File: config.mk
export PLATFORM = sky130hd
export DESIGN_NAME = lane_bus_arbiter
export DESIGN_NICKNAME = d
export VERILOG_FILES = /design/src/verilog/bus_arb_pkg.sv /design/src/verilog/lane_bus_arbiter.sv /design/src/verilog/bus_router.sv /design/src/verilog/order_fifo.sv /design/src/verilog/op_classifier.sv
export VERILOG_INCLUDE_DIRS = /design/src /design/src/verilog
export SDC_FILE = /design/constraint.sdc
export NUM_CORES = 1
export LEC_CHECK = 0
export ABC_AREA = 1
export BUFFER_PORTS_ARGS = -buffer_cell sky130_fd_sc_hd__clkbuf_2
export CAP_MARGIN = 20
export CORE_AREA = 2 2 112 114
export CTS_CLUSTER_SIZE = 20
export DETAILED_ROUTE_END_ITERATION = 6
export DIE_AREA = 0 0 114 116
export GPL_TIMING_DRIVEN = 0
export PLACE_DENSITY = 0.68
export SYNTH_ARGS = -nofsm -noshare
export SYNTH_HDL_FRONTEND = slang
export SYNTH_SLANG_ARGS = --single-unit
File: constraint.sdc
create_clock -name clk_i -period 5.9 [get_ports clk_i]
set_input_delay 0.59 -clock clk_i [delete_from_list [all_inputs] [get_ports clk_i]]
set_output_delay 0.59 -clock clk_i [all_outputs]
set_load 0.05 [all_outputs]
File: src/verilog/bus_arb_settings.svh
// Sizing macros for the lane bus arbiter, included by the package and by RTL that needs them

`ifndef BUS_ARB_SETTINGS_SVH
`define BUS_ARB_SETTINGS_SVH

//////////////////////////////////////////////////////////////////////
// Datapath
//////////////////////////////////////////////////////////////////////

// Width of one operand beat on the shared bus
`define BUS_ARB_ELEN 64

// Width of the operation code issued by the sequencer
`define BUS_ARB_OP_WIDTH 6

//////////////////////////////////////////////////////////////////////
// Ordering
//////////////////////////////////////////////////////////////////////

// One entry per instruction ID that can be in flight
`define BUS_ARB_ORDER_DEPTH 8

`endif
File: src/verilog/bus_arb_pkg.sv
// Shared types of the lane bus arbiter, reached by scoped names from every file

`include "bus_arb_settings.svh"

package bus_arb_pkg;

  //////////////////////////////////////////////////////////////////////
  // Operation codes
  //////////////////////////////////////////////////////////////////////

  // Reduction codes are kept contiguous so that ranges decode them
  typedef enum logic [`BUS_ARB_OP_WIDTH-1:0] {
    VADD       = 6'd0,
    VMUL       = 6'd1,
    VSLIDEUP   = 6'd2,
    VSLIDEDOWN = 6'd3,
    VLXE       = 6'd4,
    VSXE       = 6'd5,
    // Integer reductions
    VREDSUM    = 6'd8,
    VREDAND    = 6'd9,
    VREDOR     = 6'd10,
    VREDXOR    = 6'd11,
    VWREDSUM   = 6'd12,
    // Floating-point reductions
    VFREDUSUM  = 6'd16,
    VFREDOSUM  = 6'd17,
    VFWREDUSUM = 6'd18,
    VFWREDOSUM = 6'd19
  } op_e;

  //////////////////////////////////////////////////////////////////////
  // Bus ownership
  //////////////////////////////////////////////////////////////////////

  // Which class of instruction currently owns the shared operand bus
  typedef enum logic [1:0] {
    SRC_SLDU    = 2'd0,
    SRC_ADDRGEN = 2'd1,
    SRC_ALU_RED = 2'd2,
    SRC_FPU_RED = 2'd3
  } bus_src_e;

  // One operand beat with its valid
  typedef struct packed {
    logic                     valid;
    logic [`BUS_ARB_ELEN-1:0] data;
  } operand_stream_t;

endpackage

File: src/verilog/lane_bus_arbiter.sv
// Top level of the lane's shared operand bus arbiter, chaining classifier, order FIFO and router

module lane_bus_arbiter (
  input  logic                         clk_i,
  input  logic                         rst_n_i,
  // Sequencer
  input  logic                         vfu_op_valid_i,
  input  bus_arb_pkg::op_e             vfu_op_i,
  // Store exception
  input  logic                         flush_i,
  // Operand queue
  input  bus_arb_pkg::operand_stream_t opq_operand_i,
  input  logic                         opq_cmd_pop_i,
  output logic                         opq_ready_o,
  // ALU reduction
  input  bus_arb_pkg::operand_stream_t alu_red_i,
  input  logic                         alu_red_complete_i,
  output logic                         alu_red_gnt_o,
  // FPU reduction
  input  bus_arb_pkg::operand_stream_t fpu_red_i,
  input  logic                         fpu_red_complete_i,
  output logic                         fpu_red_gnt_o,
  // Slide unit
  output bus_arb_pkg::operand_stream_t sldu_operand_o,
  input  logic                         sldu_operand_ready_i,
  input  logic                         sldu_red_valid_i,
  output logic                         sldu_result_gnt_o,
  // Address generator
  output logic                         addrgen_operand_valid_o,
  input  logic                         addrgen_operand_ready_i,
  // Result grant candidates
  input  logic                         opq_result_gnt_i,
  input  logic                         alu_red_ready_i,
  input  logic                         fpu_red_ready_i,
  // Reduction valid towards the functional units
  output logic                         alu_red_valid_o,
  output logic                         fpu_red_valid_o
);

  logic                  push;
  bus_arb_pkg::bus_src_e push_src;
  bus_arb_pkg::bus_src_e head_src;
  logic                  empty;
  logic                  pop;

  //////////////////////////////////////////////////////////////////////
  // Classify, record order, route
  //////////////////////////////////////////////////////////////////////

  op_classifier u_classifier (
    .clk_i          (clk_i),
    .rst_n_i        (rst_n_i),
    .vfu_op_valid_i (vfu_op_valid_i),
    .vfu_op_i       (vfu_op_i),
    .push_o         (push),
    .push_src_o     (push_src)
  );

  order_fifo u_order_fifo (
    .clk_i      (clk_i),
    .rst_n_i    (rst_n_i),
    .flush_i    (flush_i),
    .push_i     (push),
    .push_src_i (push_src),
    .pop_i      (pop),
    .head_src_o (head_src),
    .empty_o    (empty)
  );

  bus_router u_router (
    .head_src_i              (head_src),
    .empty_i                 (empty),
    .opq_operand_i           (opq_operand_i),
    .alu_red_i               (alu_red_i),
    .fpu_red_i               (fpu_red_i),
    .opq_cmd_pop_i           (opq_cmd_pop_i),
    .alu_red_complete_i      (alu_red_complete_i),
    .fpu_red_complete_i      (fpu_red_complete_i),
    .sldu_operand_ready_i    (sldu_operand_ready_i),
    .addrgen_operand_ready_i (addrgen_operand_ready_i),
    .sldu_red_valid_i        (sldu_red_valid_i),
    .opq_result_gnt_i        (opq_result_gnt_i),
    .alu_red_ready_i         (alu_red_ready_i),
    .fpu_red_ready_i         (fpu_red_ready_i),
    .sldu_operand_o          (sldu_operand_o),
    .addrgen_operand_valid_o (addrgen_operand_valid_o),
    .opq_ready_o             (opq_ready_o),
    .alu_red_gnt_o           (alu_red_gnt_o),
    .fpu_red_gnt_o           (fpu_red_gnt_o),
    .alu_red_valid_o         (alu_red_valid_o),
    .fpu_red_valid_o         (fpu_red_valid_o),
    .sldu_result_gnt_o       (sldu_result_gnt_o),
    .pop_o                   (pop)
  );

endmodule

File: src/verilog/bus_router.sv
// Steers the shared operand bus and its handshakes by the class at the head of the order FIFO

module bus_router (
  input  bus_arb_pkg::bus_src_e        head_src_i,
  input  logic                         empty_i,
  // Bus sources
  input  bus_arb_pkg::operand_stream_t opq_operand_i,
  input  bus_arb_pkg::operand_stream_t alu_red_i,
  input  bus_arb_pkg::operand_stream_t fpu_red_i,
  // Completion strobes
  input  logic                         opq_cmd_pop_i,
  input  logic                         alu_red_complete_i,
  input  logic                         fpu_red_complete_i,
  // Receiver readies
  input  logic                         sldu_operand_ready_i,
  input  logic                         addrgen_operand_ready_i,
  // Slide unit reduction path
  input  logic                         sldu_red_valid_i,
  input  logic                         opq_result_gnt_i,
  input  logic                         alu_red_ready_i,
  input  logic                         fpu_red_ready_i,
  // Routed outputs
  output bus_arb_pkg::operand_stream_t sldu_operand_o,
  output logic                         addrgen_operand_valid_o,
  output logic                         opq_ready_o,
  output logic                         alu_red_gnt_o,
  output logic                         fpu_red_gnt_o,
  output logic                         alu_red_valid_o,
  output logic                         fpu_red_valid_o,
  output logic                         sldu_result_gnt_o,
  output logic                         pop_o
);

  // One-hot view of the head, all low while nothing is pending
  logic head_sldu;
  logic head_addrgen;
  logic head_alu;
  logic head_fpu;

  assign head_sldu    = !empty_i && (head_src_i == bus_arb_pkg::SRC_SLDU);
  assign head_addrgen = !empty_i && (head_src_i == bus_arb_pkg::SRC_ADDRGEN);
  assign head_alu     = !empty_i && (head_src_i == bus_arb_pkg::SRC_ALU_RED);
  assign head_fpu     = !empty_i && (head_src_i == bus_arb_pkg::SRC_FPU_RED);

  //////////////////////////////////////////////////////////////////////
  // Three-way data mux onto the shared bus
  //////////////////////////////////////////////////////////////////////

  always_comb begin
    sldu_operand_o = '0;
    if (head_alu) begin
      sldu_operand_o = alu_red_i;
    end else if (head_fpu) begin
      sldu_operand_o = fpu_red_i;
    end else if (head_sldu || head_addrgen) begin
      sldu_operand_o.data = opq_operand_i.data;
      // Operand queue valid only reaches the slide unit on its own turn
      sldu_operand_o.valid = head_sldu && opq_operand_i.valid;
    end
  end

  // Address generator shares the bus data but has its own valid
  assign addrgen_operand_valid_o = head_addrgen && opq_operand_i.valid;

  //////////////////////////////////////////////////////////////////////
  // Ready back to the selected source
  //////////////////////////////////////////////////////////////////////

  always_comb begin
    opq_ready_o = 1'b0;
    if (head_sldu) begin
      opq_ready_o = sldu_operand_ready_i;
    end else if (head_addrgen) begin
      opq_ready_o = addrgen_operand_ready_i;
    end
  end

  // During a reduction the slide unit drains the functional unit
  assign alu_red_gnt_o = head_alu && sldu_operand_ready_i;
  assign fpu_red_gnt_o = head_fpu && sldu_operand_ready_i;

  //////////////////////////////////////////////////////////////////////
  // Slide unit reduction fan-out and result grant
  //////////////////////////////////////////////////////////////////////

  assign alu_red_valid_o = head_alu && sldu_red_valid_i;
  assign fpu_red_valid_o = head_fpu && sldu_red_valid_i;

  always_comb begin
    sldu_result_gnt_o = 1'b0;
    if (head_sldu) begin
      sldu_result_gnt_o = opq_result_gnt_i;
    end else if (head_alu) begin
      sldu_result_gnt_o = alu_red_ready_i;
    end else if (head_fpu) begin
      sldu_result_gnt_o = fpu_red_ready_i;
    end
  end

  //////////////////////////////////////////////////////////////////////
  // Release of the head
  //////////////////////////////////////////////////////////////////////

  // Each class ends on its own completion strobe
  always_comb begin
    pop_o = 1'b0;
    if (head_sldu || head_addrgen) begin
      pop_o = opq_cmd_pop_i;
    end else if (head_alu) begin
      pop_o = alu_red_complete_i;
    end else if (head_fpu) begin
      pop_o = fpu_red_complete_i;
    end
  end

endmodule

File: src/verilog/order_fifo.sv
// Flushable FIFO of bus source classes that keeps the shared bus in instruction order

`include "bus_arb_settings.svh"

module order_fifo #(
  parameter int unsigned DEPTH = `BUS_ARB_ORDER_DEPTH
) (
  input  logic                  clk_i,
  input  logic                  rst_n_i,
  input  logic                  flush_i,
  input  logic                  push_i,
  input  bus_arb_pkg::bus_src_e push_src_i,
  input  logic                  pop_i,
  output bus_arb_pkg::bus_src_e head_src_o,
  output logic                  empty_o
);

  localparam int unsigned PTR_W = $clog2(DEPTH);

  // Storage of the pending classes
  bus_arb_pkg::bus_src_e mem_q [DEPTH];

  logic [PTR_W-1:0] wr_ptr_q;
  logic [PTR_W-1:0] rd_ptr_q;
  logic [PTR_W:0]   count_q;

  logic full;
  logic do_push;
  logic do_pop;

  //////////////////////////////////////////////////////////////////////
  // Status
  //////////////////////////////////////////////////////////////////////

  assign empty_o = (count_q == '0);
  assign full    = (count_q == DEPTH[PTR_W:0]);

  // A full FIFO still takes a push when the head leaves in the same cycle
  assign do_pop  = pop_i && !empty_o;
  assign do_push = push_i && (!full || do_pop);

  assign head_src_o = mem_q[rd_ptr_q];

  //////////////////////////////////////////////////////////////////////
  // Pointers and occupancy
  //////////////////////////////////////////////////////////////////////

  always_ff @(posedge clk_i or negedge rst_n_i) begin
    if (!rst_n_i) begin
      wr_ptr_q <= '0;
      rd_ptr_q <= '0;
      count_q  <= '0;
    end else if (flush_i) begin
      // Store exception drops every pending entry and any new one
      wr_ptr_q <= '0;
      rd_ptr_q <= '0;
      count_q  <= '0;
    end else begin
      if (do_push) begin
        wr_ptr_q <= wr_ptr_q + 1'b1;
      end
      if (do_pop) begin
        rd_ptr_q <= rd_ptr_q + 1'b1;
      end
      if (do_push && !do_pop) begin
        count_q <= count_q + 1'b1;
      end else if (do_pop && !do_push) begin
        count_q <= count_q - 1'b1;
      end
    end
  end

  //////////////////////////////////////////////////////////////////////
  // Storage write
  //////////////////////////////////////////////////////////////////////

  always_ff @(posedge clk_i) begin
    if (do_push && !flush_i) begin
      mem_q[wr_ptr_q] <= push_src_i;
    end
  end

endmodule

File: src/verilog/op_classifier.sv
// Registers each issued operation and turns bus users into a push of their bus source class

module op_classifier (
  input  logic                  clk_i,
  input  logic                  rst_n_i,
  input  logic                  vfu_op_valid_i,
  input  bus_arb_pkg::op_e      vfu_op_i,
  output logic                  push_o,
  output bus_arb_pkg::bus_src_e push_src_o
);

  logic             op_valid_q;
  bus_arb_pkg::op_e op_q;

  //////////////////////////////////////////////////////////////////////
  // Timing cut
  //////////////////////////////////////////////////////////////////////

  // The sequencer strobe and opcode come from far away
  always_ff @(posedge clk_i or negedge rst_n_i) begin
    if (!rst_n_i) begin
      op_valid_q <= 1'b0;
      op_q       <= bus_arb_pkg::VADD;
    end else begin
      op_valid_q <= vfu_op_valid_i;
      op_q       <= vfu_op_i;
    end
  end

  //////////////////////////////////////////////////////////////////////
  // Classification
  //////////////////////////////////////////////////////////////////////

  always_comb begin
    push_o     = 1'b0;
    push_src_o = bus_arb_pkg::SRC_SLDU;
    if (op_valid_q) begin
      case (op_q) inside
        bus_arb_pkg::VSLIDEUP, bus_arb_pkg::VSLIDEDOWN: begin
          push_o     = 1'b1;
          push_src_o = bus_arb_pkg::SRC_SLDU;
        end
        bus_arb_pkg::VLXE, bus_arb_pkg::VSXE: begin
          push_o     = 1'b1;
          push_src_o = bus_arb_pkg::SRC_ADDRGEN;
        end
        [bus_arb_pkg::VREDSUM : bus_arb_pkg::VWREDSUM]: begin
          push_o     = 1'b1;
          push_src_o = bus_arb_pkg::SRC_ALU_RED;
        end
        [bus_arb_pkg::VFREDUSUM : bus_arb_pkg::VFWREDOSUM]: begin
          push_o     = 1'b1;
          push_src_o = bus_arb_pkg::SRC_FPU_RED;
        end
        // Not a user of the shared bus
        default: ;
      endcase
    end
  end

endmodule

==> impl_metrics.ini <==
[run_status]
status = finished clean

[setup_path]
crit_slowest_cell = dfrtp_1
critical_path_class = reg -> out
crit_cells = 13
cp_max_fo = 10
path_cells = buf_6 > inv_6 > nand2_1 > nand3_1 > nand3_1 > nand2_2 > nor2_4 > nand2_1 > buf_2 > buf_2 > nor2_1 > a21oi_1 > clkbuf_2
crit_arrival_ns = 2.72
reg2reg_to = u_order_fifo.count_q[3]
cp.required_ns = 5.31
reg2regPathDepth = 15
max_stage_delay_ns = 0.39
cp_top_family = buffers and inverters
crit_buf_inv = 5
startpoint = u_order_fifo.rd_ptr_q[0]
critPathCaptureType = output port
startpoint_type = register
rr_startpoint = u_order_fifo.count_q[0]
critPathCapture = sldu_operand_o[40]
reg2reg_slack_ns = 3.17

[die]
dieArea_um2 = 13220
dieHeight_um = 116
rows = 40
die_x_um = 114
ios = 286
start_util_pct = 26.65
core_area_um2 = 11910

[placed_design]
gp_congestion = 0.9061
dp_cells = 937
port_buffers = 285
hpwl_um = 14240
post-place-ws_ns = 2.840

[timing]
finalSetupViolCount = 0
fmax_mhz = 302.1
period_share_pct = 56.10
rsz0062_at_grt = false
slew-limit-headroom_pct = 61.67
slew_viol_final = 0
period_needed_ns = 3.310
post-route-worst-setup-slack_ns = 2.590
hold_viol = 0
tightest_slew_ns = 0.5749
tns_ns = 0
skew_ns = 0.006150

[detailed_routing]
wl_met2_um = 6526
wl_um = 16450
drc_errors = 0
wl_per_cell_um = 17.39
wl_met1_um = 6607
drtIter0Drc = 328
met3WireLength_um = 3037
top_layer_used = met5
ant_nets = 0
via_count = 4390
viasPerCell = 4.641
firstDrtPassIters = 4

[synth]
ys_seq_elements = 33
ys_dominant_reg_cell = dfrtp_1
synth_cells = 505
synth_warnings = 0
synth_nets = 724
ys_seq_area_share_pct = 28.54
synth_cell_type_count = 34
async_flop_share_pct = 51.52
avgSynthCellArea_um2 = 6.286
synth-edff-count = 16
syn-cell-area_um2 = 3174

[clocking]
post_cts_buffers = 0
clkTransAtPathRegs_ns = 0.05
insertion_delay_ns = 0.28
cts.sinks = 33
numCtsBuffers = 5
cts_buffer_depth = 2
cts.repair.resized = 0
htree_num_levels = 2
cts-hold-fix-buffers = 0
tritoncts = done
ctsRootBufferMaster = clkbuf_16

[min_path]
min_path_type = in -> async

[finish]
nets = 1016
fin_util_pct = 41.39
fill_cells = 1315
syn_to_final_growth_pct = 55.30
drive_gt1_share_pct = 41.35
layout_commonest_cell = clkbuf_2
final_cell_mix = 286 x clkbuf_2, 115 x nand2_1, 81 x nor2_1
final_cells = 946

[global_route]
grt_pass1_vias = 3928
grt_pass1_wl_um = 22580
grt_max_degree = 18
grt_overflow_total = 0
grt_antenna_before_repair = 2
grt_util_all_layers_pct = 23.13

[flow_run]
max_cap_violations = 0
## state kept, by name, summed over array words and instances (netlist names)
register,flops
u_classifier.op_q,6
u_classifier.op_valid_q,1
u_order_fifo.count_q,4
u_order_fifo.mem_q,16
u_order_fifo.rd_ptr_q,3
u_order_fifo.wr_ptr_q,3
## cell usage after synthesis, types with 2 or more instances
library cell	n	area share, %
nand2_1	115	14
nor2_1	81	9.6
a21oi_1	70	11
o21ai_0	67	11
inv_1	35	4.1
nand3_1	28	4.4
clkbuf_1	19	2.2
dfrtp_1	17	13
edfxtp_1	16	15
buf_2	8	1.3
ha_1	4	1.6
inv_2	4	0.47
nand2_4	4	1.4
nor2_2	4	0.79
nor3_1	4	0.63
o21ai_1	4	0.63
nand2_2	3	0.59
nand3_4	3	1.7
nand4_1	2	0.39
nor2_4	2	0.71
xnor2_1	2	0.55
## metrics by stage
stage | hold slack (ns) | cell area [um2]
detailed placement | 0.5468 | 4785
floorplan | 0.2944 | 3174
global route | 0.2580 | 4927
finish | 0.2403 | 4930
global placement | 0.5442 | 4785
CTS | 0.2444 | 4927
## cell families after synthesis
kind of cell | Yosys count | synth area share [%]
AND/OR/NAND/NOR | 251 | 36.30
AO/OA/AOI/OAI | 144 | 23.22
buffers and inverters | 69 | 8.908
flip-flops | 33 | 28.54
adder cells (fa/ha/maj) | 5 | 2.207
XOR/XNOR | 3 | 0.8279
## worst min path at each step
stage                        from                    to  slack [ns]  cells after the start
final                     rst_n_i  u_classifier.op_q[2]        0.24                      1
after global routing      rst_n_i  u_classifier.op_q[0]        0.26                      1
after CTS                 rst_n_i  u_classifier.op_q[2]        0.24                      1
after detailed placement  rst_n_i  u_classifier.op_q[3]        0.55                      1
after global placement    rst_n_i  u_classifier.op_q[3]        0.54                      1
after floorplan           rst_n_i  u_classifier.op_q[0]        0.29                      0
## metal layers
metal	global-route usage [%]	vias up
li1	-	2250
met1	28.63	1901
met2	31.15	219
met3	18.93	18
met4	4.390	2
met5	0	-
## cell type report
class	count	area, um2	area share (%)
clock inverter	3	17.52	0.3553
multi-input combinational	403	1986	40.28
clock buffer	5	125.1	2.538
antenna	1	2.502	0.05076
buffer	29	127.6	2.589
timing repair buffer	285	1426	28.93
tap	147	183.9	3.731
sequential	33	905.9	18.38
inverter	40	155.1	3.147
Power is left out: the tool's default activity adds up to more than one toggle a clock period on the data nets, which glitch-free logic cannot reach.
